`src/cpu_pkg.sv`:
```
package cpu_pkg;

	typedef logic [15:0] word_t;
	typedef logic [23:0] instr_t;
	typedef logic [2:0]  type_t;
	typedef logic [4:0]  alu_op_t;
	typedef logic [2:0]  cond_t;
	typedef logic [2:0]  flag_sel_t;
	typedef logic [1:0]  wb_sel_t;
	typedef logic [7:0]  pc_t;      // program and data address
	typedef logic [7:0]  imm_t;
	typedef logic [3:0]  reg_idx_t;

	// gray sequence, one bit flips per step
	typedef enum logic [1:0] {
		if_s = 2'b00,
		id_s = 2'b01,
		ex_s = 2'b11,
		wb_s = 2'b10
	} state_t;

	localparam int NUM_REGS  = 16;
	localparam int MEM_WORDS = 256;   // both memories

	localparam int TYPE_HI = 23;
	localparam int TYPE_LO = 21;
	localparam int OP_HI   = 20;
	localparam int OP_LO   = 16;
	localparam int RD_HI   = 15;
	localparam int RD_LO   = 12;
	localparam int RA_HI   = 11;
	localparam int RA_LO   = 8;
	localparam int RB_HI   = 7;
	localparam int RB_LO   = 4;
	localparam int IMM_HI  = 7;    // overlaps rb
	localparam int IMM_LO  = 0;

	localparam type_t TYPE_BRANCH  = 3'b000;
	localparam type_t TYPE_ALU_REG = 3'b001;
	localparam type_t TYPE_ALU_IMM = 3'b010;
	localparam type_t TYPE_MEM     = 3'b100;
	localparam type_t TYPE_JUMP    = 3'b110;

	localparam alu_op_t ALU_AND    = 5'b00000;
	localparam alu_op_t ALU_OR     = 5'b00001;
	localparam alu_op_t ALU_XOR    = 5'b00010;
	localparam alu_op_t ALU_NOT    = 5'b00011;
	localparam alu_op_t ALU_NAND   = 5'b00100;
	localparam alu_op_t ALU_SHL    = 5'b01000;
	localparam alu_op_t ALU_SHR    = 5'b01001;
	localparam alu_op_t ALU_SAR    = 5'b01010;
	localparam alu_op_t ALU_ROL    = 5'b01011;
	localparam alu_op_t ALU_MOV    = 5'b10000;
	localparam alu_op_t ALU_ADD    = 5'b10001;
	localparam alu_op_t ALU_SUB    = 5'b10010;
	localparam alu_op_t ALU_PASS_B = 5'b10011;
	localparam alu_op_t ALU_NOP    = 5'b11111;

	localparam cond_t COND_NEVER       = 3'b000;
	localparam cond_t COND_ZERO        = 3'b001;
	localparam cond_t COND_NEGATIVE    = 3'b010;
	localparam cond_t COND_ALWAYS_LINK = 3'b011;
	localparam cond_t COND_CARRY       = 3'b100;
	localparam cond_t COND_NOT_ZERO    = 3'b101;
	localparam cond_t COND_OVERFLOW    = 3'b110;
	localparam cond_t COND_NONE        = 3'b111;

	localparam flag_sel_t FLAG_NONE     = 3'b000;
	localparam flag_sel_t FLAG_ZN       = 3'b001;
	localparam flag_sel_t FLAG_ZNCO     = 3'b010;
	localparam flag_sel_t FLAG_ZNC      = 3'b011;
	localparam flag_sel_t FLAG_ZN_LOGIC = 3'b100;  // carry and overflow cleared

	localparam wb_sel_t WB_LINK = 2'b00;
	localparam wb_sel_t WB_MEM  = 2'b01;
	localparam wb_sel_t WB_ALU  = 2'b10;

endpackage

```
`src/reg_bank.sv`:
```
`timescale 1ns/1ns

module reg_bank
	import cpu_pkg::*;
(
	input  logic     CLK,
	input  logic     rst,
	input  logic     we,
	input  reg_idx_t wa,
	input  reg_idx_t ra_idx,
	input  reg_idx_t rb_idx,
	input  wb_sel_t  wb_sel,
	input  word_t    link_data,
	input  word_t    mem_data,
	input  word_t    alu_data,
	output word_t    rdata_a,
	output word_t    rdata_b
);

	word_t regs [NUM_REGS];
	word_t wdata;

	always_comb begin
		case (wb_sel)
			WB_LINK: wdata = link_data;
			WB_MEM:  wdata = mem_data;
			default: wdata = alu_data;
		endcase
	end

	always_ff @(posedge CLK) begin
		if (rst) begin
			for (int i = 0; i < NUM_REGS; i++)
				regs[i] <= '0;
		end else if (we) begin
			regs[wa] <= wdata;
		end
	end

	assign rdata_a = regs[ra_idx];
	assign rdata_b = regs[rb_idx];

endmodule

```
`config.mk`:
```
export PLATFORM = sky130hd
export DESIGN_NAME = reg_bank
export DESIGN_NICKNAME = d
export VERILOG_FILES = /design/src/cpu_pkg.sv /design/src/reg_bank.sv
export SDC_FILE = /design/constraint.sdc
export NUM_CORES = 1
export LEC_CHECK = 0
export BUFFER_PORTS_ARGS = -buffer_cell sky130_fd_sc_hd__buf_2
export CORE_UTILIZATION = 55
export DETAILED_ROUTE_END_ITERATION = 10
export PLACE_DENSITY = 0.74
export SLEW_MARGIN = 15
export SYNTH_ARGS = -nofsm -noshare
export SYNTH_HDL_FRONTEND = slang
export SYNTH_SLANG_ARGS = --single-unit
export TNS_END_PERCENT = 1
```
`constraint.sdc`:
```
create_clock -name CLK -period 2.67 [get_ports CLK]
set_input_delay 0.534 -clock CLK [delete_from_list [all_inputs] [get_ports CLK]]
set_output_delay 0.534 -clock CLK [all_outputs]
set_load 0.05 [all_outputs]
```
### After elaboration in Yosys (flattened, before gate mapping)

Memory sizes are Yosys's and may differ from the RTL's.
Index checks and enable logic that the tools add are counted.

| operators by class | value |
|---|---|
| equality and inequality tests | 1 |
| reductions and logical operators | 2 |
| muxes and demuxes | 9 |

Operator list:

| operator | number |
|---|---|
| $pmux 16 s2 | 1 |
| $mux 16 | 1 |
| $reduce_or 16->1 | 1 |
| $mux 1 | 6 |
| $mux 4 | 1 |
| $eq 2x1->1 const B | 1 |
| $logic_not 2->1 | 1 |

| storage, ports and cells | value |
|---|---|
| bits of input ports | 65 |
| logic and storage cells | 13 |
| output and inout port bits | 32 |
| memories | 1 |
| RAM bits | 256 |
| register bits | 0 |

Memories:

| memory | depth | width | rd ports | clocked after memory_dff | write ports | RTL line | text |
|---|---|---|---|---|---|---|---|
| regs | 16 | 16 | 2 | 0 | 16 | reg_bank.sv:20 | `word_t regs [NUM_REGS];` |

### Depth between registers and ports, before layout

| logic depth | value |
|---|---|
| depth after elaboration | 5 |
| gate-level depth with buffers | 6 |
| gate-level depth less buffers | 3 |

### Worst setup path after synthesis

No wires, ideal clock.

| timing | value |
|---|---|
| path kind | input port to output port |
| start | input ra_idx[0] |
| end | output rdata_a[11] |
| arrival time | 1.863 ns |
| path buffers | 2 |
| path slack | 0.273 ns |
| data required time | 2.136 ns |
| cell stages on the path | 5 |
| cell sequence | buf_6 -> buf_4 -> mux4_2 -> a22oi_1 -> nand2_1 |

| between the ends | value |
|---|---|
| cells in the longest elaborated chain, start to end | 1 |

RTL lines:

| item | RTL line | text |
|---|---|---|
| start, declared | reg_bank.sv:10 | `input reg_idx_t ra_idx,` |
| $mem_v2 16x16 | - |  |
| end, declared | reg_bank.sv:16 | `output word_t rdata_a,` |

Every way passes these cells.

### Final worst setup path

| timing | value |
|---|---|
| start | input rb_idx[0] |
| end | output rdata_b[15] |

| between the ends | value |
|---|---|
| cells in the longest elaborated chain, start to end | 1 |

RTL lines:

| item | RTL line | text |
|---|---|---|
| start, declared | reg_bank.sv:11 | `input reg_idx_t rb_idx,` |
| $mem_v2 16x16 | - |  |
| end, declared | reg_bank.sv:17 | `output word_t rdata_b` |

Every way passes these cells.

==> results.json <==
{
  "antenna_found_initial": 3,
  "drtIter0Drc": 1206,
  "synth_top_area_share_pct": 56.5,
  "die_y_um": 159,
  "cts_tree": "done",
  "fp-row-count": 57,
  "slew-limit-headroom_pct": 43.2,
  "synth_common_cells": "nor2_1 (259), edfxtp_1 (256), mux4_2 (83)",
  "ys_warn_count": 0,
  "vias_per_cell": 6.58,
  "synth_ff_type": "edfxtp_1",
  "largest_register_ffs": 256,
  "via_count": 9096,
  "htreeDepth": 1,
  "final-hold-violation-count": 0,
  "ys_types": 24,
  "setup-tns-final_ns": -0.00309,
  "ant_nets": 0,
  "place_inst": 1322,
  "irDropWorstVdd_mv": 0.483,
  "tightest_slew_ns": 0.852,
  "fin_crit_sh_pct": 100,
  "yosys.area_share.adder_pct": 0,
  "synth-simple-area-share_pct": 10.0,
  "final_cells": 1382,
  "grt_pass1_wl_um": 55300,
  "numCtsBuffers": 27,
  "dr.pass1.iters": 5,
  "synth_compound_area_share_pct": 3.53,
  "synth.most_common_cell": "nor2_1",
  "clk_pin_slew_ns": 0.06,
  "syn_area_um2": 13600,
  "avgSynthCellArea_um2": 15.2,
  "wirelength_um": 37100,
  "cts-root-buf": "clkbuf_16",
  "hold_class": "primary input to register",
  "grt_pass1_vias": 9145,
  "synth.area.top_cells": "edfxtp_1 (56%), mux4_2 (14%), mux4_1 (8.7%)",
  "overflow": 0,
  "clock_path_buffers": 3,
  "synth_top_cell_by_area": "edfxtp_1",
  "whs_ns": 0.493,
  "die-area_um2": 25400,
  "powerDensity_nw_per_um2": 621,
  "die_width_um": 159,
  "core_um2": 24300,
  "setup.worst_path.class": "primary input to output pin",
  "worstPathMaxFanout": 15,
  "clkSinkCount": 256,
  "ys_seq_area_share_pct": 56.5,
  "min_period_ns": 2.67,
  "top_level_ports": 97,
  "synth_edf_count": 256,
  "area.growth.synth_to_final_pct": 16.0,
  "fin_nets": 1102,
  "top_register": "regs",
  "drv_slew": 0,
  "leakage_nw": 5.68,
  "rsz0062_at_grt": "yes",
  "syn_inst": 898,
  "dp.final_hpwl_um": 25200,
  "crit_path_end_kind": "output pin",
  "synth.area.mux_share_pct": 26.0,
  "holdPathStages": 3,
  "min_from": "alu_data[4]",
  "violations": "negative setup slack",
  "cp.arrival_ns": 2.14,
  "gp_congestion": 0.901,
  "cp-start-kind": "primary input",
  "top_regs": "regs x256",
  "synth_xor_area_share_pct": 0,
  "min_to": "regs[12][4]$_SDFFCE_PN0P_",
  "post-place-ws_ns": -0.0801,
  "max_freq_ghz": 0.374,
  "setup_viol": 1,
  "status": "complete, but fails checks",
  "drc": 0,
  "routedWlPerCell_um": 26.8,
  "crit_required_ns": 2.14,
  "ys_seq_elements": 256,
  "track_usage_pct": 29.7,
  "async_flop_share_pct": 0,
  "port_buffers": 96,
  "setup_slack_ns": -0.00309,
  "fin_area_um2": 15800,
  "drive_gt1_share_pct": 33.9,
  "start_util_pct": 55.9,
  "syn-num-nets": 963,
  "synth_top_family_by_area": "multiplexers",
  "grt_start_max_net_pins": 27,
  "place_area_um2": 14800,
  "max_cap_viol_count": 0
}
-- worst max-delay path, stage by stage --
cell     delay, ns
buf_4         0.16
buf_12        0.17
buf_4         0.13
mux4_2        0.49
a22oi_1       0.26
nand2_1       0.15
buf_2         0.24
-- cells in the final DEF, fill, tap and decap left out --
cell        instances
a22oi_1            54
a22oi_2            10
and2_1              2
and4b_1             1
and4bb_2            2
buf_12             16
buf_2              89
buf_4              85
buf_6               2
bufbuf_16           1
bufinv_16           1
clkbuf_1            5
clkbuf_16          27
clkinv_1            6
clkinv_2            6
clkinvlp_4          1
diode_2             4
edfxtp_1          256
mux2_2             15
mux2_4              1
mux2i_2             6
mux2i_4            10
mux4_1             44
mux4_2             84
nand2_1            44
nand2b_1           16
nand3_1             4
nor2_1            259
nor2b_1             6
nor4b_4             1
-- area by class of cell --
type	instances	area (µm²)
Clock inverter	14	90.1
Clock buffer	32	694
Sequential cell	256	7690
Fill cell	1716	8540
Timing Repair Buffer	193	1460
Antenna cell	4	10.0
Multi-Input combinational cell	559	5440
Tap cell	324	405
-- worst max-delay path by stage --
stage | from | slack, ns | to
final | rb_idx[0] | -0.003 | rdata_b[15]
after global placement | ra_idx[0] | -0.1 | rdata_a[7]
after CTS | rb_idx[0] | 0.002 | rdata_b[7]
after floorplan | ra_idx[0] | 0.27 | rdata_a[11]
after detailed placement | ra_idx[0] | -0.08 | rdata_a[7]
after global routing | rb_idx[0] | -0.02 | rdata_b[2]
-- metal layers --
| layer | GRT usage [%] | part of all wire, % | vias to the layer above |
|---|---|---|---|
| met2 | 48.6 | 49 | 650 |
| met4 | 12.1 | 3.9 | 4 |
| met1 | 39.6 | 36 | 4547 |
| met5 | 0 | 0.076 | - |
| met3 | 5.63 | 11 | 106 |
| li1 | - | - | 3789 |
-- metrics by stage --
| step | total power [mW] | utilization, % |
|---|---|---|
| after floorplan | 5.89 | - |
| after CTS | 9.79 | 64.5 |
| after detailed placement | 6.42 | 60.9 |
| final | 9.80 | 64.9 |
| after global placement | 6.38 | 60.9 |
| after global routing | 10.1 | 64.9 |
-- cells by family after synthesis --
family | Yosys count
AO/OA/AOI/OAI | 64
buffers and inverters | 83
flip-flops | 256
multiplexers | 160
AND/OR/NAND/NOR | 335
-- repair_timing --
action                                  in CTS  in global routing
resized for setup                            9                 12
setup buffers                                2                  7
endpoints found under the setup margin       3                 12
hold buffers                                 0                  0
gates cloned                                 1                  0
-- report_power, final --
| group | total [mW] | internal [mW] | switching, mW |
|---|---|---|---|
| combinational | 1.62 | 0.663 | 0.953 |
| sequential | 4.78 | 4.66 | 0.122 |
| clock | 3.40 | 1.93 | 1.47 |
| total | 9.80 | 7.25 | 2.55 |
Note: power is estimated with default switching activity, not from simulation.
