==> src/cpu_pkg.sv <==
package cpu_pkg;

	typedef logic [15:0] word_t;
	typedef logic [23:0] instr_t;
	typedef logic [2:0]  type_t;
	typedef logic [4:0]  alu_op_t;
	typedef logic [2:0]  cond_t;
	typedef logic [2:0]  flag_sel_t;
	typedef logic [1:0]  wb_sel_t;
	typedef logic [7:0]  pc_t;      // program and data address
	typedef logic [7:0]  imm_t;
	typedef logic [3:0]  reg_idx_t;

	// gray sequence, one bit flips per step
	typedef enum logic [1:0] {
		if_s = 2'b00,
		id_s = 2'b01,
		ex_s = 2'b11,
		wb_s = 2'b10
	} state_t;

	localparam int NUM_REGS  = 16;
	localparam int MEM_WORDS = 256;   // both memories

	localparam int TYPE_HI = 23;
	localparam int TYPE_LO = 21;
	localparam int OP_HI   = 20;
	localparam int OP_LO   = 16;
	localparam int RD_HI   = 15;
	localparam int RD_LO   = 12;
	localparam int RA_HI   = 11;
	localparam int RA_LO   = 8;
	localparam int RB_HI   = 7;
	localparam int RB_LO   = 4;
	localparam int IMM_HI  = 7;    // overlaps rb
	localparam int IMM_LO  = 0;

	localparam type_t TYPE_BRANCH  = 3'b000;
	localparam type_t TYPE_ALU_REG = 3'b001;
	localparam type_t TYPE_ALU_IMM = 3'b010;
	localparam type_t TYPE_MEM     = 3'b100;
	localparam type_t TYPE_JUMP    = 3'b110;

	localparam alu_op_t ALU_AND    = 5'b00000;
	localparam alu_op_t ALU_OR     = 5'b00001;
	localparam alu_op_t ALU_XOR    = 5'b00010;
	localparam alu_op_t ALU_NOT    = 5'b00011;
	localparam alu_op_t ALU_NAND   = 5'b00100;
	localparam alu_op_t ALU_SHL    = 5'b01000;
	localparam alu_op_t ALU_SHR    = 5'b01001;
	localparam alu_op_t ALU_SAR    = 5'b01010;
	localparam alu_op_t ALU_ROL    = 5'b01011;
	localparam alu_op_t ALU_MOV    = 5'b10000;
	localparam alu_op_t ALU_ADD    = 5'b10001;
	localparam alu_op_t ALU_SUB    = 5'b10010;
	localparam alu_op_t ALU_PASS_B = 5'b10011;
	localparam alu_op_t ALU_NOP    = 5'b11111;

	localparam cond_t COND_NEVER       = 3'b000;
	localparam cond_t COND_ZERO        = 3'b001;
	localparam cond_t COND_NEGATIVE    = 3'b010;
	localparam cond_t COND_ALWAYS_LINK = 3'b011;
	localparam cond_t COND_CARRY       = 3'b100;
	localparam cond_t COND_NOT_ZERO    = 3'b101;
	localparam cond_t COND_OVERFLOW    = 3'b110;
	localparam cond_t COND_NONE        = 3'b111;

	localparam flag_sel_t FLAG_NONE     = 3'b000;
	localparam flag_sel_t FLAG_ZN       = 3'b001;
	localparam flag_sel_t FLAG_ZNCO     = 3'b010;
	localparam flag_sel_t FLAG_ZNC      = 3'b011;
	localparam flag_sel_t FLAG_ZN_LOGIC = 3'b100;  // carry and overflow cleared

	localparam wb_sel_t WB_LINK = 2'b00;
	localparam wb_sel_t WB_MEM  = 2'b01;
	localparam wb_sel_t WB_ALU  = 2'b10;

endpackage

==> src/alu.sv <==
`timescale 1ns/1ns

module alu
	import cpu_pkg::*;
(
	input  alu_op_t op,
	input  word_t   a,
	input  word_t   reg_b,
	input  imm_t    imm,
	input  logic    imm_sel,
	input  logic    sign_ext,
	output word_t   result,
	output logic    zero,
	output logic    neg,
	output logic    carry,
	output logic    ovf
);

	word_t      operand_b;
	word_t      imm_ext;
	logic [3:0] shamt;

	assign imm_ext   = sign_ext ? {{8{imm[7]}}, imm} : {8'h00, imm};
	assign operand_b = imm_sel ? imm_ext : reg_b;
	assign shamt     = operand_b[3:0];

	always_comb begin
		result = '0;
		carry  = 1'b0;
		ovf    = 1'b0;
		case (op)
			ALU_AND:  result = a & operand_b;
			ALU_OR:   result = a | operand_b;
			ALU_XOR:  result = a ^ operand_b;
			ALU_NOT:  result = ~a;
			ALU_NAND: result = ~(a & operand_b);
			ALU_SHL:  {carry, result} = {1'b0, a} << shamt;  // carry is last bit out
			ALU_SHR:  {result, carry} = {a, 1'b0} >> shamt;
			ALU_SAR:  {result, carry} = $signed({a, 1'b0}) >>> shamt;
			ALU_ROL:  result = (a << shamt) | (a >> (5'd16 - shamt));
			ALU_MOV:  result = a;
			ALU_ADD: begin
				{carry, result} = {1'b0, a} + {1'b0, operand_b};
				ovf = (a[15] == operand_b[15]) && (result[15] != a[15]);
			end
			ALU_SUB: begin
				{carry, result} = {1'b0, a} - {1'b0, operand_b};  // carry set on borrow
				ovf = (a[15] != operand_b[15]) && (result[15] != a[15]);
			end
			ALU_PASS_B: result = operand_b;  // branch and jump target
			default:    result = '0;
		endcase
	end

	assign zero = (result == '0);
	assign neg  = result[15];

endmodule

==> config.mk <==
export PLATFORM = sky130hd
export DESIGN_NAME = alu
export DESIGN_NICKNAME = d
export VERILOG_FILES = /design/src/cpu_pkg.sv /design/src/alu.sv
export SDC_FILE = /design/constraint.sdc
export NUM_CORES = 1
export LEC_CHECK = 0
export ABC_CLOCK_PERIOD_IN_PS = 5200
export BUFFER_PORTS_ARGS = -buffer_cell sky130_fd_sc_hd__clkbuf_2
export CORE_ASPECT_RATIO = 2
export CORE_MARGIN = 2
export CORE_UTILIZATION = 35
export DETAILED_ROUTE_END_ITERATION = 10
export GPL_TIMING_DRIVEN = 0
export PLACE_DENSITY = 0.57
export SLEW_MARGIN = 5
export SYNTH_ARGS = -nofsm -noshare
export SYNTH_HDL_FRONTEND = slang
export SYNTH_SLANG_ARGS = --single-unit
export TNS_END_PERCENT = 30
==> constraint.sdc <==
create_clock -name vclk -period 5.2
set_input_delay 0.52 -clock vclk [all_inputs]
set_output_delay 0.52 -clock vclk [all_outputs]
set_load 0.01 [all_outputs]
# Word level (Yosys, flattened, before mapping)
# Index checks and enable logic that the tools add are counted.
word_totals:
  register_bits: 0
  in_bits: 47
  word_cells: 39
op_classes:
  n_addsub: 3
  eq_ne: 16
  shift: 5
  muxes: 5
  bitwise_logic: 6
  reduce_logical: 4
op_table:
  columns: ["op", "n"]
  rows:
  - ["$pmux W16 S13", 1]
  - ["$mux W16", 2]
  - ["$not A16 Y16", 2]
  - ["$or A16 B16 Y16", 2]
  - ["$eq A5 B4 Y1 const B", 4]
  - ["$eq A5 B5 Y1 const B", 4]
  - ["$add A16 B16 Y17", 1]
  - ["$shl A16 B4 Y17", 1]
  - ["$shr A17 B4 Y17", 1]
  - ["$sshr A17 B4 Y17", 1]
  - ["$sub A16 B16 Y17", 1]
  - ["$and A16 B16 Y16", 1]
  - ["$logic_not A16 Y1", 1]
  - ["$shl A16 B4 Y16", 1]
  - ["$shr A16 B5 Y16", 1]
  - ["$xor A16 B16 Y16", 1]
  - ["$eq A5 B2 Y1 const B", 2]
  - ["$eq A5 B1 Y1 const B", 1]
  - ["$eq A5 B3 Y1 const B", 1]
  - ["$logic_not A5 Y1", 1]
  - ["$pmux W1 S5", 1]
  - ["$sub A5 B4 Y5 const A", 1]
  - ["$ne A1 B1 Y1", 3]
  - ["$logic_and A1 B1 Y1", 2]
  - ["other kinds (2)", 2]

# Depth between registers and ports, before layout
# Gate-level depths: netlist of the first run.
depth:
  ltp_word: 7
  depth_mapped: 17

# Least setup slack after synthesis of the first run
# No wires, ideal clock.
synth_timing:
  kind: "in2out"
  start: "input imm_sel"
  end: "output zero"
  t_arrival_ns: 4.066
  slack_ns: 0.614
  path_stages: 16
  path_cell_list: "buf_6 > buf_6 > mux2i_4 > buf_2 > buf_2 > ha_1 > nor4bb_1 > or4_1 > clkbuf_1 > a21oi_1 > and3_1 > or4_1 > a221oi_2 > nor4bb_1 > nand4_1 > nor4_2"
synth_between:
  elab_chain_len: 6
  word_cells_on_any_way: 16
  classes_between: "3 x add/sub; 5 x shift; 2 x mux; 5 x bitwise; 1 x reduce/logical"
synth_lines:
  columns: ["item", "line_no", "rtl"]
  rows:
  - ["start: declaration", "alu.sv:10", "input logic imm_sel,"]
  - ["$mux W16 (*)", "alu.sv:24", "assign operand_b = imm_sel ? imm_ext : reg_b;"]
  - ["$sub A5 B4 Y5", "alu.sv:40", "ALU_ROL: result = (a << shamt) | (a >> (5'd16 - shamt));"]
  - ["$shr A16 B5 Y16", "alu.sv:40", null]
  - ["$or A16 B16 Y16", "alu.sv:40", null]
  - ["$pmux W16 S13 (*)", "alu.sv:31", "case (op)"]
  - ["$logic_not A16 Y1 (*)", "alu.sv:55", "assign zero = (result == '0);"]
  - ["end: declaration", "alu.sv:13", "output logic zero,"]
# Mark *: on every way between the ends. The rest lies on a longest branch, timed or not.

# Final worst setup path of the first run
# Same ends and word-level chain as after synthesis.

==> impl_metrics.tcl, run 1 <==
set metrics [dict create \
    synth_top_area_cell "ha_1" \
    grt_first_pass_wirelength_um 42600 \
    slew_violations 0 \
    grt_usage 0.328 \
    start_util 0.355 \
    flops_and_latches 0 \
    cp.arrival_ps 4610 \
    die_x_um 93.0 \
    avgRoutedWirePerCell_um 26.8 \
    timing.max_cap.violations 0 \
    wl_met3_um 2310 \
    gp_congestion 1.07 \
    drt_first_pass_iters 5 \
    finalSetupViolCount 0 \
    synth_warnings 0 \
    maxSlewHeadroom 0.311 \
    tightestPinTransition_ps 1030 \
    synth_top_area_share 0.124 \
    worstPathRequired_ps 4680 \
    io_buffers 63 \
    power_density_nw_per_um2 129 \
    holdPathStages 6 \
    nFillCells 1759 \
    die_y_um 182 \
    leakage_nw 2.65 \
    path_class "in2out" \
    syn_inst 810 \
    finalHoldViolCount 0 \
    nNetsFinal 979 \
    post-route-util 0.401 \
    whs_endpoint "carry" \
    critical_path.max_fanout 11 \
    syn_area_per_cell_um2 6.85 \
    critPathLaunchType "primary input" \
    antenna_found_initial 0 \
    worstPathCellList "buf_6, mux2i_1, buf_6, inv_6, buf_4, ha_1, inv_1, fa_1, o21bai_2, nand4b_1, nand3b_1, xnor2_1, o22ai_1, or4_1, nor4_4, nand4_1, nor4_2, clkbuf_2" \
    end_kind "primary output" \
    wl_met1_um 11000 \
    holdBufCountCts 0 \
    routed_via_density 6.87 \
    fmax_mhz 195 \
    route.vias.total 7382 \
    dpl_worst_slack_ps -1240 \
    grt_max_degree 22 \
    setup_ws_ps 72.3 \
    area_growth_pct 12.9 \
    rsz0062_at_grt "no" \
    antenna_cells 0 \
    hp-start "a[15]" \
    crit_top_cell "buf_6" \
    critPathBufInv 6 \
    drc 0 \
    ys_seq_area_frac 0 \
    hold_path.class "in2out" \
    ys_types 79 \
    fin_crit_ps 5130 \
    ioPinCount 67 \
    hpwlAfterDp_um 22500 \
    drt_iter0_markers 830 \
    top_layer_used "met4" \
    core-area_um2 15600 \
    routed_wl_um 28800 \
    ff_latch_area_um2 0 \
    synth_area_leaders "ha_1 (12%), mux2i_1 (9.9%), a21oi_1 (5.2%)" \
    clock_buffers 0 \
    drive_gt1_frac 0.160 \
    ir_drop_mv 0.0488 \
    critPathMaxStageDelay_ps 580 \
    status "finished clean" \
    dieArea_um2 16900 \
    post-route-period-util 0.986 \
    syn_nets 914 \
    cp_slowest_cell "or4_1" \
    rows 65 \
    netlist_area_um2 5550 \
    drtAntennaViolNets 0 \
    grt_overflow 0 \
    critPathTopFamily "simple AND/OR/NAND/NOR gates" \
    routed-wl-met2_um 13200 \
    first_global_vias 6826 \
]
[worst max path at each step]
stage           end  slack [ps]  startpoint  depth (start not counted)
2_1_floorplan  zero         610     imm_sel                         16
3_3_place_gp   zero       -1310     imm_sel                         16
3_5_place_dp   zero       -1240     imm_sel                         16
4_1_cts        zero          10     imm_sel                         16
5_1_grt        zero           6     imm_sel                         16
6_report       zero          70     imm_sel                         18
[power breakdown]
group	total, mW	internal (mW)	leakage [nW]	switching (mW)
Combinational	0.808	0.286	2.65	0.522
Sequential	0	0	0	0
Clock	0	0	0	0
[layout make-up]
type               count  area, um2  area share
well taps            201        251      0.0401
plain buffers         49        273      0.0435
repair buffers        67        345      0.0551
inverters             53        204      0.0325
multi-input cells    704       5190       0.829
[placed cells by master (no fill, tap or decap), types with 13 or more instances in the layout]
cell      count
a21oi_1      58
a22oi_1      13
clkbuf_1     25
clkbuf_2     63
ha_1         55
inv_1        48
mux2i_1      55
nand2_1      76
nand3_1      36
nor2_1       56
nor3_1       20
nor4_1       13
o21ai_0      33
o22ai_1      24
xnor2_1      15
[layer usage]
metal,vias to the layer above,GRT usage
li1,3260,-
met1,3521,0.423
met2,502,0.538
met3,99,0.0186
met4,0,0.186
met5,-,0
[logic make-up (layout without fill, tap and decap cells)]
kind of cell               after synthesis  after routing  share of synthesized area
AOI/OAI and AO/OA                      267            267                      0.333
xor gates and xnor gates                18             18                     0.0298
adders and majority gates               57             57                      0.131
buffers and inverters                  106            169                     0.0834
muxes                                   74             74                      0.158
and+or+nand+nor                        288            288                      0.264
[worst min-delay path, delay by kind of cell]
family                     cells  cell delay [ps]
adders and majority gates      1              150
AOI/OAI and AO/OA              1               60
and+or+nand+nor                2              130
buffers and inverters          2              240
[synth_stat cells, types with 9 or more instances]
master    count
nand2b_1     11
buf_2        18
nand2_1      76
a31oi_1      10
inv_1        48
xnor2_1      15
o211ai_1      9
o21ai_0      33
a21o_1       10
mux2i_1      55
clkbuf_1     27
or3_1        10
o22ai_1      24
nor2_1       56
nor3_1       20
a21oi_1      58
nand3_1      36
a22oi_1      13
ha_1         55
nor4_1       15
nand4_1      12
a211oi_1     11
[metrics by stage]
stage          setup TNS (ps)  instances  hold WS (ps)  instance area, um2  power [mW]
2_1_floorplan               0        810          1320                5550       0.504
3_3_place_gp            -1640       1074          1600                6120       0.748
3_5_place_dp            -1540       1074          1610                6120       0.749
4_1_cts                     0       1075          1610                6220       0.772
5_1_grt                     0       1074          1670                6270       0.853
6_report                    0       1074          1620                6270       0.808
[repair_timing]
action | CTS | global route
gates cloned | 0 | 0
resized for setup | 20 | 10
buffers inserted | 4 | 0
pin swaps | 3 | 1
setup endpoints to repair | 4 | 2
Power figures use the tool's default switching activity.
==> run 2: changes to the inputs <==
- ABC_AREA: not set -> 1
- PLACE_DENSITY: 0.57 -> 0.56
==> impl_metrics.tcl, run 2 <==
set metrics [dict create \
    status "finished clean" \
    path_class "in2out" \
    maxSlewHeadroom 0.294 \
    drive_gt1_frac 0.109 \
    routed_via_density 5.78 \
    critPathLaunchType "primary input" \
    holdBufCountCts 0 \
    synth.most_common_cell "nand2_1" \
    clock_buffers 0 \
    grt_first_pass_wirelength_um 53900 \
    power_frac_clock 0 \
    flops_and_latches 0 \
    cp-startpoint "imm_sel" \
    cp_slowest_cell "o21ai_0" \
    drtAntennaViolNets 0 \
    antenna_found_initial 0 \
    timing.max_cap.violations 0 \
    cp-endpoint "zero" \
    grt_overflow 0 \
    syn_nets 1399 \
    nFillCells 2202 \
    ff_latch_area_um2 0 \
    tightestPinTransition_ps 1050 \
    layout_common_cells "nand2_1 (413), nand3_1 (243), inv_1 (162)" \
    ioPinCount 67 \
    synth_top_area_share 0.247 \
    worstPathRequired_ps 4680 \
    io_buffers 67 \
    crit_top_cell "nor2_1" \
    ir_drop_mv 0.0406 \
    routed_wl_um 36500 \
    postCtsSetupBuffers 0 \
    power_density_nw_per_um2 130 \
    layout_commonest_cell "nand2_1" \
    leakage_nw 4.02 \
    gp_congestion 1.11 \
    fin_crit_ps 5200 \
    swShare 0.724 \
    route.vias.total 9102 \
    grt_usage 0.374 \
    p_switching_mw 0.645 \
    synth_top_area_cell "nand2_1" \
    hold_path.class "in2out" \
    ctsResizeCount 0 \
    drc 0 \
    grt_max_degree 14 \
    area_growth_pct 9.61 \
    slew_violations 0 \
    avgRoutedWirePerCell_um 23.2 \
    die_y_um 193 \
    post-route-util 0.389 \
    drt_iter0_markers 552 \
    finalSetupViolCount 0 \
    netlist_area_um2 6280 \
    rsz0062_at_grt "no" \
    combPwrFrac 1.000 \
    nNetsFinal 1468 \
    fin_cells 1575 \
    cp.arrival_ps 4680 \
    p_int_mw 0.247 \
    worstPathCellList "clkbuf_2, buf_4, o21ai_0, ha_1, inv_1, nand2_1, nor2_1, nand4_1, nand3_1, nand2_1, nand3_1, o21ai_0, nor2_1, nand3_1, nor2_1, nand2_1, nor2_1, clkbuf_2" \
    ys_seq_area_frac 0 \
    dp.cells 1575 \
    hpwlAfterDp_um 31100 \
    ys_types 36 \
    die_x_um 98.7 \
    dieArea_um2 19100 \
    synth_area_leaders "nand2_1 (25%), nand3_1 (19%), ha_1 (11%)" \
    finalHoldViolCount 0 \
    syn_area_per_cell_um2 4.85 \
    fmax_mhz 192 \
    first_global_vias 9164 \
    end_kind "primary output" \
    yosys-top-cells-count "nand2_1 (413), nand3_1 (243), inv_1 (162)" \
    antenna_cells 0 \
    critPathMaxStageDelay_ps 760 \
    synth_warnings 0 \
    start_util 0.355 \
    hp-start "a[1]" \
    post-route-period-util 1.00 \
    critical_path.max_fanout 10 \
    drt_first_pass_iters 6 \
    syn_inst 1295 \
    core-area_um2 17700 \
    seqPwrFrac 0 \
    rows 69 \
    setup_tns_ps 0 \
]
-- run 2: cell types whose count changed in the layout (fill, tap and decap cells not counted), moves of 15 or more --
cell / before / now
nand3_1: 36 / 243
nand4_1: 12 / 40
mux2i_1: 55 / 0
o22ai_1: 24 / 9
clkbuf_1: 25 / 9
nor2_1: 56 / 148
nand2_1: 76 / 413
xnor2_1: 15 / 0
inv_1: 48 / 162
-- run 2: per-stage QoR --
| step | hold slack, ps | cell area [um2] | power [mW] | setup slack [ps] |
|---|---|---|---|---|
| final | 1650 | 6880 | 0.892 | 0.222 |
| after global routing | 1710 | 6880 | 0.968 | 6.87 |
| after CTS | 1650 | 6880 | 0.865 | 79.3 |
| after detailed placement | 1650 | 6880 | 0.862 | 78.1 |
| after global placement | 1630 | 6880 | 0.862 | 97.7 |
| after floorplan | 1350 | 6280 | 0.556 | 1740 |
-- run 2: power by group through the flow --
stage	registers [mW]	logic, mW	clock network, mW
after floorplan	0	0.556	0
after global placement	0	0.862	0
after CTS	0	0.865	0
after global routing	0	0.968	0
final	0	0.892	0
after detailed placement	0	0.862	0
-- run 2: how the worst min path moves through the flow --
stage,end,slack (ps),cells after the start
after floorplan,result[0],1350,6
after global placement,result[1],1630,7
after detailed placement,result[1],1650,7
after CTS,result[1],1650,7
after global routing,result[1],1710,7
final,result[1],1650,7
-- run 2: kinds of logic (layout without fill, tap and decap cells) --
family / count (synthesis) / count (layout) / synth area share
compound gates: 118 / 118 / 0.101
xor+xnor: 1 / 1 / 0.00140
simple gates: 903 / 903 / 0.637
fa+ha+maj: 57 / 57 / 0.116
buf+inv: 216 / 283 / 0.144
-- run 2: layout make-up --
cell class | instances | area, um2 | share of cell area
Inverter | 170 | 638 | 0.0927
Tap cell | 213 | 267 | 0.0387
Buffer | 46 | 267 | 0.0387
Multi-Input combinational cell | 1079 | 5370 | 0.781
Timing Repair Buffer | 67 | 335 | 0.0487
-- run 2: worst max-delay path, delay by kind of cell --
kind / cells / cell delay [ps]
adder cells (fa/ha/maj): 1 / 460
buffers and inverters: 4 / 620
AO/OA/AOI/OAI: 2 / 920
AND/OR/NAND/NOR: 11 / 2160
-- run 2: layer usage --
layer	vias to the layer above	routed length, um	track usage
li1	4348	-	-
met1	4114	11600	0.348
met2	444	19000	0.702
met3	196	1730	0.0354
met4	0	4180	0.321
met5	-	0	0
==> run 3: changes to the inputs <==
- REMOVE_ABC_BUFFERS: not set -> 1
==> impl_metrics.tcl, run 3 (synthesis gave the netlist of run 2 again) <==
set metrics [dict create \
    fmax_mhz 206 \
    ioPinCount 67 \
    path_class "in2out" \
    drc 0 \
    drt_iter0_markers 546 \
    ff_latch_area_um2 0 \
    flops_and_latches 0 \
    maxSlewHeadroom 0.0626 \
    dp.cells 1530 \
    die_y_um 193 \
    antenna_found_initial 1 \
    worstPathCellList "clkbuf_4, inv_4, nand2_4, nand2_4, ha_1, inv_1, fa_1, inv_1, nand3_1, nand2_1, nand2_1, nand2_1, nand3_1, nand2_1, nand2_1, nand3_1, nand3_1, nor2_1, nand2_1, nor2_1, nand2_1, nor2_1, clkbuf_2" \
    clock_buffers 0 \
    critPathLaunchType "primary input" \
    critPathMaxStageDelay_ps 420 \
    layout_commonest_cell "nand2_1" \
    die_x_um 98.7 \
    drt_first_pass_iters 6 \
    layout_common_cells "nand2_1 (411), nand3_1 (243), inv_1 (162)" \
    grt_usage 0.331 \
    holdPathStages 8 \
    crit_top_cell "nand2_1" \
    grt_overflow 0 \
    hp-start "a[0]" \
    ir_drop_mv 0.0397 \
    post-route-util 0.376 \
    nNetsFinal 1423 \
    critical_path.max_fanout 25 \
    worstPathRequired_ps 4680 \
    critPathTopFamily "simple AND/OR/NAND/NOR gates" \
    fin_crit_ps 4860 \
    holdBufCountCts 0 \
    whs_endpoint "result[0]" \
    finalHoldViolCount 0 \
    gp_congestion 1.02 \
    end_kind "primary output" \
    power_density_nw_per_um2 126 \
    hpwlAfterDp_um 26800 \
    post-route-period-util 0.934 \
    routed_via_density 5.76 \
    timing.max_cap.violations 0 \
    antenna_cells 0 \
    leakage_nw 3.85 \
    core-area_um2 17700 \
    avgRoutedWirePerCell_um 21.4 \
    cp.arrival_ps 4340 \
    cp_slowest_cell "fa_1" \
    finalSetupViolCount 0 \
    rsz0062_at_grt "no" \
    io_buffers 67 \
    area_growth_pct 6.12 \
    setup_tns_ps 0 \
    routed_wl_um 32800 \
    tightestPinTransition_ps 1400 \
    critPathBufInv 5 \
    first_global_vias 8418 \
    drive_gt1_frac 0.0911 \
    dpl_worst_slack_ps -114 \
    hold_path.class "in2out" \
    start_util 0.355 \
    rows 69 \
    slew_violations 0 \
    nFillCells 2171 \
    route.vias.total 8813 \
    setup_ws_ps 341 \
    drtAntennaViolNets 0 \
    grt_first_pass_wirelength_um 48600 \
    status "finished clean" \
    fin_cells 1530 \
    dieArea_um2 19100 \
    postLayoutCellArea_um2 6660 \
    grt_max_degree 37 \
    place_area_um2 6630 \
]
## run 3: metrics by stage
stage	power, mW	hold slack (ps)
3_5_place_dp	0.807	1700
6_report	0.836	1700
4_1_cts	0.812	1710
3_3_place_gp	0.805	1700
5_1_grt	0.915	1770
2_1_floorplan	0.528	1270
## run 3: repair_timing
item,4_1_cts,5_1_grt
setup endpoints to repair,1,2
setup buffers,0,0
resized for setup,3,7
## run 3: routing by layer
metal / part of all wire / GRT usage
met5: 0.00046 / 0
met4: 0.10 / 0.255
met3: 0.047 / 0.0235
met2: 0.52 / 0.625
met1: 0.33 / 0.323
## run 3: layout make-up
class / instances / area, um2 / area share
Timing Repair Buffer: 68 / 353 / 0.0530
Multi-Input combinational cell: 1079 / 5400 / 0.811
Tap cell: 213 / 267 / 0.0400
Inverter: 170 / 641 / 0.0962
## run 3: how the worst max path moves through the flow
stage	startpoint	end	slack [ps]	cells past startpoint
global route	imm_sel	zero	50	23
floorplan	imm_sel	zero	1770	18
detailed placement	imm_sel	zero	-110	18
global placement	imm_sel	zero	-120	18
CTS	imm_sel	zero	10	19
finish	imm_sel	zero	340	23
## run 3: tightest hold or removal path, stage by stage
cell and delay [ps]:
clkbuf_2 150, nand2_1 70, nand3_1 80, nor2_1 50, nand3_1 90, nor2_1 60
inv_1 40, clkbuf_2 120
## run 3: power breakdown
part | switching, mW | total, mW | internal (mW)
Clock | 0 | 0 | 0
Combinational | 0.605 | 0.836 | 0.231
Sequential | 0 | 0 | 0
Total | 0.605 | 0.836 | 0.231
