## config.mk

```make
export PLATFORM = sky130hd
export DESIGN_NAME = unit_control
export DESIGN_NICKNAME = d
export VERILOG_FILES = /design/src/cpu_pkg.sv /design/src/unit_control.sv
export SDC_FILE = /design/constraint.sdc
export NUM_CORES = 1
export LEC_CHECK = 0
export BUFFER_PORTS_ARGS = -buffer_cell sky130_fd_sc_hd__buf_2
export CORE_ASPECT_RATIO = 0.5
export CORE_MARGIN = 1
export CORE_UTILIZATION = 30
export DETAILED_ROUTE_END_ITERATION = 16
export SYNTH_ARGS = -nofsm -noshare
export SYNTH_HDL_FRONTEND = slang
export SYNTH_SLANG_ARGS = --single-unit
```

## constraint.sdc

```tcl
create_clock -name CLK -period 2.7 [get_ports CLK]
set_input_delay 0.81 -clock CLK [delete_from_list [all_inputs] [get_ports CLK]]
set_output_delay 0.81 -clock CLK [all_outputs]
set_load 0.01 [all_outputs]
```

## src/cpu_pkg.sv

```systemverilog
package cpu_pkg;

	typedef logic [15:0] word_t;
	typedef logic [23:0] instr_t;
	typedef logic [2:0]  type_t;
	typedef logic [4:0]  alu_op_t;
	typedef logic [2:0]  cond_t;
	typedef logic [2:0]  flag_sel_t;
	typedef logic [1:0]  wb_sel_t;
	typedef logic [7:0]  pc_t;      // program and data address
	typedef logic [7:0]  imm_t;
	typedef logic [3:0]  reg_idx_t;

	// gray sequence, one bit flips per step
	typedef enum logic [1:0] {
		if_s = 2'b00,
		id_s = 2'b01,
		ex_s = 2'b11,
		wb_s = 2'b10
	} state_t;

	localparam int NUM_REGS  = 16;
	localparam int MEM_WORDS = 256;   // both memories

	localparam int TYPE_HI = 23;
	localparam int TYPE_LO = 21;
	localparam int OP_HI   = 20;
	localparam int OP_LO   = 16;
	localparam int RD_HI   = 15;
	localparam int RD_LO   = 12;
	localparam int RA_HI   = 11;
	localparam int RA_LO   = 8;
	localparam int RB_HI   = 7;
	localparam int RB_LO   = 4;
	localparam int IMM_HI  = 7;    // overlaps rb
	localparam int IMM_LO  = 0;

	localparam type_t TYPE_BRANCH  = 3'b000;
	localparam type_t TYPE_ALU_REG = 3'b001;
	localparam type_t TYPE_ALU_IMM = 3'b010;
	localparam type_t TYPE_MEM     = 3'b100;
	localparam type_t TYPE_JUMP    = 3'b110;

	localparam alu_op_t ALU_AND    = 5'b00000;
	localparam alu_op_t ALU_OR     = 5'b00001;
	localparam alu_op_t ALU_XOR    = 5'b00010;
	localparam alu_op_t ALU_NOT    = 5'b00011;
	localparam alu_op_t ALU_NAND   = 5'b00100;
	localparam alu_op_t ALU_SHL    = 5'b01000;
	localparam alu_op_t ALU_SHR    = 5'b01001;
	localparam alu_op_t ALU_SAR    = 5'b01010;
	localparam alu_op_t ALU_ROL    = 5'b01011;
	localparam alu_op_t ALU_MOV    = 5'b10000;
	localparam alu_op_t ALU_ADD    = 5'b10001;
	localparam alu_op_t ALU_SUB    = 5'b10010;
	localparam alu_op_t ALU_PASS_B = 5'b10011;
	localparam alu_op_t ALU_NOP    = 5'b11111;

	localparam cond_t COND_NEVER       = 3'b000;
	localparam cond_t COND_ZERO        = 3'b001;
	localparam cond_t COND_NEGATIVE    = 3'b010;
	localparam cond_t COND_ALWAYS_LINK = 3'b011;
	localparam cond_t COND_CARRY       = 3'b100;
	localparam cond_t COND_NOT_ZERO    = 3'b101;
	localparam cond_t COND_OVERFLOW    = 3'b110;
	localparam cond_t COND_NONE        = 3'b111;

	localparam flag_sel_t FLAG_NONE     = 3'b000;
	localparam flag_sel_t FLAG_ZN       = 3'b001;
	localparam flag_sel_t FLAG_ZNCO     = 3'b010;
	localparam flag_sel_t FLAG_ZNC      = 3'b011;
	localparam flag_sel_t FLAG_ZN_LOGIC = 3'b100;  // carry and overflow cleared

	localparam wb_sel_t WB_LINK = 2'b00;
	localparam wb_sel_t WB_MEM  = 2'b01;
	localparam wb_sel_t WB_ALU  = 2'b10;

endpackage

```

## src/unit_control.sv

```systemverilog
`timescale 1ns/1ns

module unit_control
	import cpu_pkg::*;
(
	input  logic      CLK,
	input  logic      rst,
	input  type_t     instr_type,
	input  alu_op_t   op,
	input  logic      take_branch,
	output alu_op_t   alu_op,
	output cond_t     test_code,
	output logic      sign_ext,
	output logic      pc_we,
	output logic      branch_sel,
	output logic      dm_we,
	output logic      rb_we,
	output flag_sel_t flag_we_sel,
	output wb_sel_t   wb_sel,
	output logic      imm_sel
);

	state_t    state, next_state;
	cond_t     br_cond;
	alu_op_t   dec_alu_op;
	cond_t     dec_test;
	logic      dec_sign_ext;
	logic      dec_imm_sel;
	logic      dec_dm_we;
	logic      dec_rb_we;
	flag_sel_t dec_flag_sel;
	wb_sel_t   dec_wb_sel;

	assign br_cond = {op[2], op[3], op[4]};  // bit-reversed test field

	always_comb begin
		case (state)
			if_s: next_state = id_s;
			id_s: next_state = ex_s;
			ex_s: next_state = wb_s;
			default: next_state = if_s;
		endcase
	end

	// the instruction register holds the current word from EX until the next ID
	always_comb begin
		dec_alu_op   = ALU_NOP;
		dec_test     = COND_NONE;
		dec_sign_ext = 1'b0;
		dec_imm_sel  = 1'b0;
		dec_dm_we    = 1'b0;
		dec_rb_we    = 1'b0;
		dec_flag_sel = FLAG_NONE;
		dec_wb_sel   = WB_ALU;
		case (instr_type)
			TYPE_ALU_REG, TYPE_ALU_IMM: begin
				dec_alu_op = op;
				dec_rb_we  = (op != ALU_NOP);
				if (op == ALU_NOP)
					dec_flag_sel = FLAG_NONE;
				else if (op == ALU_MOV)
					dec_flag_sel = FLAG_ZN;
				else if (op[4:3] == 2'b01)
					dec_flag_sel = FLAG_ZNC;      // shifts
				else if (op[4:3] == 2'b00)
					dec_flag_sel = FLAG_ZN_LOGIC;
				else
					dec_flag_sel = FLAG_ZNCO;     // add, sub, pass b
				if (instr_type == TYPE_ALU_IMM) begin
					dec_imm_sel  = 1'b1;
					dec_sign_ext = (op[4:3] != 2'b00);  // logic ops zero-extend
				end
			end
			TYPE_MEM: begin
				dec_alu_op = ALU_MOV;  // address comes from ra
				dec_dm_we  = op[4];    // store
				dec_rb_we  = ~op[4];   // load
				dec_wb_sel = WB_MEM;
			end
			TYPE_BRANCH: begin
				dec_alu_op  = ALU_PASS_B;
				dec_test    = br_cond;
				dec_imm_sel = 1'b1;     // absolute immediate target
			end
			TYPE_JUMP: begin
				dec_alu_op = ALU_PASS_B;  // target from rb
				dec_test   = br_cond;
				dec_rb_we  = (br_cond == COND_ALWAYS_LINK);
				dec_wb_sel = WB_LINK;
			end
			default: ;
		endcase
	end

	always_ff @(posedge CLK) begin
		if (rst) begin
			state       <= if_s;
			pc_we       <= 1'b0;
			branch_sel  <= 1'b0;
			dm_we       <= 1'b0;
			rb_we       <= 1'b0;
			flag_we_sel <= FLAG_NONE;
			alu_op      <= ALU_NOP;
			test_code   <= COND_NONE;
			sign_ext    <= 1'b0;
			imm_sel     <= 1'b0;
			wb_sel      <= WB_ALU;
		end else begin
			state       <= next_state;
			pc_we       <= (state == if_s);
			branch_sel  <= (state == if_s) && take_branch;  // previous instruction's test
			dm_we       <= (state == ex_s) && dec_dm_we;
			rb_we       <= (state == wb_s) && dec_rb_we;
			flag_we_sel <= (state == wb_s) ? dec_flag_sel : FLAG_NONE;
			// execute controls stay put until the next EX so the target survives into ID
			if (state == ex_s) begin
				alu_op    <= dec_alu_op;
				test_code <= dec_test;
				sign_ext  <= dec_sign_ext;
				imm_sel   <= dec_imm_sel;
			end
			if (state == wb_s)
				wb_sel <= dec_wb_sel;
		end
	end

endmodule

```

Word level (Yosys, flattened, before mapping)
Cells that the tools add are included.
- equality and inequality tests: 12
- bitwise logic cells: 3
- multiplexer cells: 13
- reduce and logical (&&, ||, !) cells: 12
- operators with widths (kind ; number):
    5-bit one-hot mux with 3 select lines ; 1
    5-bit equality test (second input constant) ; 2
    3-bit by 2-bit equality test with 1-bit output (second input constant) ; 2
    3-bit equality test (second input constant) ; 2
    3-bit two-way mux ; 2
    2-bit one-hot mux with 3 select lines ; 1
    6-bit OR reduction ; 1
    1-bit two-way mux ; 5
    5-bit != test (second input constant) ; 1
    5-bit OR reduction ; 1
    2-bit by 1-bit equality test with 1-bit output (second input constant) ; 2
    2-bit equality test (second input constant) ; 2
    2-bit logical NOT ; 2
    2-bit one-hot mux with 2 select lines ; 1
    2-bit OR reduction ; 2
    4-bit OR reduction ; 1
    3-bit by 1-bit equality test with 1-bit output (second input constant) ; 1
    1-bit logical AND ; 3
    3-bit logical NOT ; 1
    1-bit NOT ; 3
    1-bit one-hot mux with 3 select lines ; 1
    2-bit two-way mux ; 1
    1-bit one-hot mux with 2 select lines ; 1
    2-bit nonzero test ; 1
- register bits after elaboration: 21
- input bits: 11

Logic depth before layout (Yosys ltp)
Gate-level depths: netlist of the first run.
- word-level depth: 4
- gate-level depth with buffers: 4
- gate-level depth less buffers: 3

Worst setup path before layout of the first run
No wires, ideal clock.
- path type: in2reg
- start: input instr_type[1]
- end: register flag_we_sel[1]
- data arrival time: 1747 ps
- stages: 4
- path slack: 873 ps
- library setup time: 79 ps
- buffers on the path: 1
- cell sequence: buf_6 > xnor2_2 > or4_4 > a211oi_2
- cells in the longest elaborated chain, start to end: 4
- elaborated cells on any way between the ends: 5
- those cells by class: eq/ne (2); bitwise (1); reduce/logical (2)
- ends and longest elaborated chain (what ; RTL line ; text):
    from (decl) ; unit_control.sv:8 ; input type_t instr_type,
    3-bit by 2-bit equality test with 1-bit output / 3-bit by 1-bit equality test with 1-bit output (equally long branches) ; unit_control.sv:55 ; case (instr_type)
    2-bit OR reduction (*) ; unit_control.sv:55 ;
    1-bit NOT (no line) (*) ; -- ;
    5-bit OR reduction (no line) (*) ; -- ;
    to (signal assigned) ; unit_control.sv:114 ; flag_we_sel <= (state == wb_s) ? dec_flag_sel : FLAG_NONE;
    to (decl) ; unit_control.sv:18 ; output flag_sel_t flag_we_sel,
Every way passes the cells marked *; elsewhere a longest branch is shown, timed or not.
A chain may end at the register's enable or synchronous reset.

Worst setup path in the final report of the first run
- start: input instr_type[2]
- end: register wb_sel[0]
- cells in the longest elaborated chain, start to end: 2
- elaborated cells on any way between the ends: 3
- those cells by class: eq/ne (2); mux (1)
- ends and longest elaborated chain (what ; RTL line ; text):
    3-bit equality test ; unit_control.sv:55 ;
    2-bit one-hot mux with 2 select lines (*) ; unit_control.sv:55 ;
    to (signal assigned) ; unit_control.sv:123 ; wb_sel <= dec_wb_sel;
    to (decl) ; unit_control.sv:19 ; output wb_sel_t wb_sel,
Marks and branches as above.

==> key figures, run 1 <==
Clock tree
  • CTS Hold Buffers Added: 0
  • Cells resized by post-CTS repair: 0
  • Clock Sinks: 21
  • Total CTS buffers: 3
  • H-Tree Depth: 1
  • Clock Tree Buf Depth: 2
  • # Post-CTS Setup Buffers: 0
  • Worst-Skew Late Latency: roughly 260 ps
  • CTS tree: built
  • Clock root cell: clkbuf_8
  • Clock slew at the register clock pins of the worst setup and hold paths: 80 ps

Yosys
  • Largest family of logic cells by synthesized area: simple AND/OR/NAND/NOR gates
  • Most used DFF post-synth: dfxtp_1
  • Yosys reg bits: 21
  • Yosys warning total: 0
  • Synth Area in Compound Gates: 19.1%
  • Synth Instances: 96
  • Post-synth top area share: 46.9%
  • Post-synthesis mux area share: 0%
  • Synth area leaders: dfxtp_1 (47%), a21oi_1 (5.0%), o21ai_0 (3.9%)
  • Synthesized area: 896 sq um
  • Synth cell types: 35
  • Synth Area in XOR/XNOR: 2.79%
  • Simple-gate share of the synthesized area: 24.0%
  • Synth Net Count: between 100 and 150
  • Register area share after synthesis: between 40% and 50%
  • Synth Area in Adders: 0%
  • Avg Inst Size Synth: 9.33 sq um
  • Post-synth EDFFs: 0
  • Area leader, netlist: dfxtp_1
  • FFs w/ async S/R, synth: 0%

Power and ir drop
  • VDD IR max: ~0.00017 V
  • Fraction of power consumed by sequential logic: ~55%
  • Pleak: 0.000424 uW
  • Net Sw Power: around 140 uW
  • Switching fraction of total power: 23.8%
  • Clock share of power: roughly a third
  • Cell internal pwr: 450 uW
  • Pwr/cell area: 551 nW/um^2
  • Combinational power share: 11.0%

Timing
  • RSZ-0062 raised after global routing: no
  • Fmax: 590 MHz
  • Worst rel slew slack: 72.5%
  • Setup-failing EPs final: 0
  • Worst slew pin tran: 412 ps
  • Pins Over Slew Limit: 0
  • Worst-case clock skew: 5.98 ps
  • Final Hold Fails: 0
  • Min Tclk post-route: 1690 ps
  • Final period utilization: a little over three fifths
  • Setup TNS: 0 ps

Placed design
  • GPL Wtd Cong: ~0.72
  • Port bufs: 29
  • DP Wirelength: between 1000 and 1500 um
  • Dpl cell area: 1030 sq um

Critical path
  • CP Cell Sequence: buf_2 -> or3b_4 -> or2_2 -> a21oi_1
  • FF-to-FF path depth: 3
  • CP max stage cell: or3b_4
  • CP required: 2890 ps
  • Crit path kind: in2reg
  • Reg2reg end: flag_we_sel[1]
  • Max FO, Critical Path: 13
  • Worst EP arrival: 1880 ps
  • Worst path bufs/invs: 1
  • Max stage delay on crit path: 420 ps
  • CP top delay family: simple AND/OR/NAND/NOR gates
  • Critical path endpoint category: flip-flop
  • Crit path launch type: input port
  • Worst reg-to-reg setup slack: roughly 1300 ps
  • RR Startpoint: state[1]

Layout
  • Share of cells above drive strength 1: 32.2%
  • Fill cell count: 277
  • Final Net Count: 133
  • Diodes inserted: 0
  • Area delta synth->final: 19.7%
  • Design Area, Final: roughly 1100 sq um

Min path
  • HP Class: reg2reg
  • Hold worst-path end: sign_ext
  • Worst Hold Launch: sign_ext
  • Hold depth: 2

Drt
  • Vias/cell: 4.82
  • Drt pass-1 iters: 4
  • ANT nets after route: 0
  • DRC violations left: 0
  • Starting DRC count in detailed routing: 26
  • Routed wire length: 1810 um
  • DR WL/cell: 11.5 um
  • Via count: 761

Floorplanning
  • Core ar.: between 2000 and 3000 sq um
  • Die Ht: 40.6 um
  • # rows: 13
  • Die width: 79.3 um
  • Starting density of the core: around a third
  • DIE AREA: between 3000 and 4000 sq um
  • # IOs: 30

Status
  • Status: finished, final reports clean

Global routing
  • Pin count of the biggest net entering global routing: 15
  • Vias in the first global route: about 550
  • First-pass GRT wire length: between 2000 and 3000 um
  • Tot GR Track Use: 11.9%
  • Congestion Overflow GR: 0
  • Initial antenna violation count: 0

Flow run
  • Max-cap viol count: 0
[per-layer routing]
metal / up-vias / GRT usage (%) / share of wire (%)
met5: - / 0 / 0
met4: 0 / 4.09 / 1.0
met3: 2 / 4.89 / 5.7
met2: 20 / 15.9 / 41
met1: 348 / 16.9 / 52
li1: 391 / - / -
[synthesized netlist by cell type (3+ instances only)]
cell and n:
nand2_1 8, nor2b_1 4, o21ai_0 7, nor4_1 4
nor2_1 7, clkbuf_1 3, a21oi_1 9, dfxtp_1 21
[final cells by class]
class / instances / area, sq um / share of cell area, %
inverter: 1 / 3.75 / 0.350
sequential: 21 / 420 / 39.2
multi-input combinational: 66 / 412 / 38.4
tap: 37 / 46.3 / 4.32
timing repair buffer: 29 / 145 / 13.5
clock buffer: 4 / 45.0 / 4.20
[worst max-delay path by stage]
| stage | slack [ps] | from | end | cells past startpoint |
|---|---|---|---|---|
| after floorplan | 870 | instr_type[1] | flag_we_sel[1] | 4 |
| after global placement | 780 | instr_type[0] | flag_we_sel[1] | 4 |
| after detailed placement | 760 | instr_type[0] | flag_we_sel[1] | 4 |
| after CTS | 1020 | instr_type[0] | flag_we_sel[1] | 4 |
| after global routing | 950 | instr_type[2] | wb_sel[0] | 4 |
| final | 1010 | instr_type[2] | wb_sel[0] | 4 |
[worst register-to-register path, delay by kind of cell (launching register included)]
family	cells	cell delay, ps
AOI/OAI and AO/OA	1	200
DFF	1	380
and+or+nand+nor	2	770
[placed cells by master (no fill, tap or decap), types with 2 or more instances in the layout]
master,n
and2_1,2
o21ai_0,7
clkbuf_8,3
dfxtp_1,21
buf_2,29
o311ai_0,2
o21a_1,2
a21oi_1,9
nor2_1,7
nor3_1,2
o22ai_1,2
nor2b_1,4
nor4_1,4
nand2_1,8
[metrics by stage]
| step | power [uW] | hold WS (ps) | instances | worst slack [ps] | util, % |
|---|---|---|---|---|---|
| 2_1_floorplan | 378 | 429 | 96 | 873 | - |
| 3_3_place_gp | 395 | 440 | 154 | 777 | 37.8 |
| 3_5_place_dp | 395 | 441 | 154 | 761 | 37.8 |
| 4_1_cts | 598 | 452 | 158 | 1020 | 39.5 |
| 5_1_grt | 625 | 485 | 158 | 950 | 39.5 |
| 6_report | 591 | 450 | 158 | 1010 | 39.5 |
[power by group through the flow]
stage,clock [uW],combinational (uW),sequential [uW]
2_1_floorplan,0,44.0,334
3_3_place_gp,0,64.8,330
3_5_place_dp,0,65.1,330
4_1_cts,209,65.6,323
5_1_grt,227,73.2,325
6_report,203,65.2,323
[state kept, by name, indices dropped and copies added (netlist names)]
| signal | cells |
|---|---|
| branch_sel | 1 |
| state | 2 |
| imm_sel | 1 |
| test_code | 3 |
| rb_we | 1 |
| sign_ext | 1 |
| pc_we | 1 |
| alu_op | 5 |
| dm_we | 1 |
| flag_we_sel | 3 |
| wb_sel | 2 |
[cells by family (layout without fill, tap and decap cells)]
| family | Yosys count | after routing |
|---|---|---|
| AOI/OAI and AO/OA | 27 | 27 |
| xor gates and xnor gates | 2 | 2 |
| buffers and inverters | 9 | 34 |
| DFF | 21 | 21 |
| and+or+nand+nor | 37 | 37 |
Power figures use the tool's default switching activity.
==> run 2, diff against run 1 <==
==> constraint.sdc (replaced) <==
create_clock -name CLK -period 1.6 [get_ports CLK]
set_input_delay 0.48 -clock CLK [delete_from_list [all_inputs] [get_ports CLK]]
set_output_delay 0.48 -clock CLK [all_outputs]
set_load 0.01 [all_outputs]
==> run 2 against run 1 <==
Worst hold slack got worse by 39 ps. Flip-flop and latch count unchanged. Via count increased by 0.66%. First-iteration DRC count decreased by 46%. Global-route usage increased by 0.47 points. Sequential power increased by 69%. Die area unchanged. Critical path type is now reg2reg. Largest power group unchanged. Total power increased by 73%. Non-clock buffer count increased by 9.
==> key figures, run 2 (synthesis results as in run 1) <==
Drt
  • ANT nets after route: 0 (unchanged)
  • Vias/cell: 4.59 (was 4.82)
  • DRC violations left: 0 (unchanged)
  • Drt pass-1 iters: 4 (unchanged)
  • Starting DRC count in detailed routing: 14 (was 26)
  • DR WL/cell: 11.3 um (was 11.5 um)
  • Routed wire length: 1880 um (was 1810 um)
  • Via count: 766 (was 761)

Clock tree
  • Cells resized by post-CTS repair: 0 (unchanged)
  • CTS tree: built (unchanged)
  • Clock slew at the register clock pins of the worst setup and hold paths: 70 ps (was 80 ps)
  • CTS Hold Buffers Added: 0 (unchanged)
  • H-Tree Depth: 1 (unchanged)
  • Clock root cell: clkbuf_8 (unchanged)
  • Clock Sinks: 21 (unchanged)
  • # Post-CTS Setup Buffers: 0 (unchanged)
  • Clock Tree Buf Depth: 2 (unchanged)
  • Total CTS buffers: 3 (unchanged)
  • Worst-Skew Late Latency: 260 ps (about the same)

Critical path
  • CP Cell Sequence: or2b_1 -> or4_4 -> a211oi_2 (was buf_2 -> or3b_4 -> or2_2 -> a21oi_1)
  • Worst reg-to-reg setup slack: 250 ps (was 1280 ps)
  • CP required: 1790 ps (was 2890 ps)
  • FF-to-FF path depth: 3 (unchanged)
  • Crit path launch type: flip-flop (was input port)
  • CP max stage cell: or4_4 (was or3b_4)
  • CP endpoint: flag_we_sel[1] (was wb_sel[0])
  • RR Startpoint: state[1] (unchanged)
  • Max stage delay on crit path: 440 ps (was 420 ps)
  • Worst EP arrival: 1540 ps (was 1880 ps)
  • Critical path endpoint category: flip-flop (unchanged)
  • Reg2reg end: flag_we_sel[1] (unchanged)
  • Max FO, Critical Path: 5 (was 13)
  • Crit path from: state[1] (was instr_type[2])
  • Crit path kind: reg2reg (was in2reg)

Floorplanning
  • Die width: 79.3 um (unchanged)
  • Die Ht: 40.6 um (unchanged)
  • # rows: 13 (unchanged)
  • # IOs: 30 (unchanged)
  • Core ar.: 2720 sq um (unchanged)
  • Starting density of the core: 33.0% (unchanged)
  • DIE AREA: 3220 sq um (unchanged)

Timing
  • RSZ-0062 raised after global routing: no (unchanged)
  • Final Hold Fails: 0 (unchanged)
  • Pins Over Slew Limit: 0 (unchanged)
  • Min Tclk post-route: 1350 ps
  • Setup TNS: 0 ps (unchanged)
  • Final period utilization: 84.3%
  • Setup-failing EPs final: 0 (unchanged)
  • Worst slew pin tran: 397 ps (was 412 ps)
  • Fmax: 741 MHz
  • WHS: 411 ps (was 450 ps)
  • Final worst slack: 251 ps (was 1010 ps)
  • Worst rel slew slack: 73.5% (was 72.5%)
  • Worst-case clock skew: 1.61 ps (was 5.98 ps)

Layout
  • Diodes inserted: 0 (unchanged)
  • Biggest regs: alu_op: 5 flops, flag_we_sel: 3 flops, test_code: 3 flops (unchanged)
  • Storage cell area: 420 sq um (unchanged)
  • Multi-input gate area: 412 sq um (unchanged)
  • Leading cell types in the layout, fill and taps excluded: buf_2 (29), dfxtp_1 (21), a21oi_1 (9), buf_4 (9), nand2_1 (8) (was buf_2 (29), dfxtp_1 (21), a21oi_1 (9))
  • Commonest non-fill, non-tap cell in the layout: buf_2 (unchanged)
  • Final Net Count: 142 (was 133)
  • Fill cell count: 291 (was 277)
  • Top reg by flops: alu_op (unchanged)
  • Core Util, Final: 42.0% (was 39.5%)
  • Share of cells above drive strength 1: 37.7% (was 32.2%)
  • Area delta synth->final: 27.4% (was 19.7%)
  • Max reg flops: 5 (unchanged)

Flow run
  • Max-cap viol count: 0 (unchanged)

Global routing
  • Vias in the first global route: 627 (was 552)
  • Initial antenna violation count: 0 (unchanged)
  • Pin count of the biggest net entering global routing: 14 (was 15)
  • First-pass GRT wire length: 2950 um (was 2790 um)
  • Congestion Overflow GR: 0 (unchanged)
  • Tot GR Track Use: 12.4% (was 11.9%)

Status
  • Status: finished, final reports clean (unchanged)

Power and ir drop
  • Pleak: 0.000470 uW (was 0.000424 uW)
  • Pwr/cell area: 895 nW/um^2 (was 551 nW/um^2)
  • VDD IR max: 0.000231 V (was 0.000166 V)

Placed design
  • Port bufs: 29 (unchanged)
  • DP Wirelength: 1470 um (was 1330 um)
  • GPL Wtd Cong: 0.809 (was 0.719)
  • Post-Place Setup Slack: 31.2 ps (was 761 ps)

Min path
  • HP Class: in2reg (was reg2reg)
run 2: cell count changes in the layout (fill, tap and decap cells not counted):
cell      previous run  this run
buf_4                0         9
clkbuf_1             1         0
clkinv_2             0         1
run 2: worst max-delay path: cells and delay by family, from the launching register on:
kind	cells	cell delay, ps
simple gates	2	700
flops	1	390
compound gates	1	190
run 2: through the flow:
stage	cells	power [uW]	cell area, sq um
final	167	1020	1140
after global routing	167	1070	1140
after CTS	167	1030	1140
after detailed placement	163	688	1090
after global placement	163	687	1090
after floorplan	96	637	896
run 2: worst min path at each step:
stage	from	slack, ps	endpoint	cells past startpoint
2_1_floorplan	state[1]	430	state[0]	1
3_3_place_gp	sign_ext	440	sign_ext	2
3_5_place_dp	sign_ext	440	sign_ext	2
4_1_cts	take_branch	410	branch_sel	2
5_1_grt	take_branch	410	branch_sel	2
6_report	take_branch	410	branch_sel	2
run 2: area by class of cell:
class                   count  area share (%)
flip-flops and latches     21            36.8
multi-input cells          66            36.1
repair buffers             38            18.6
well taps                  37            4.06
clock buffers               3            3.62
clock inverters             1           0.439
inverters                   1           0.329
run 2: per-layer routing:
metal	track usage (%)	wire, um
met5	0	0
met4	1.36	6
met3	4.89	92
met2	19.6	796
met1	16.7	988
run 2: power by group:
part | internal (uW) | switching [uW] | total, uW
clock | 174 | 173 | 347
combinational | 60.1 | 69.6 | 130
sequential | 537 | 7.48 | 545
total | 771 | 250 | 1020
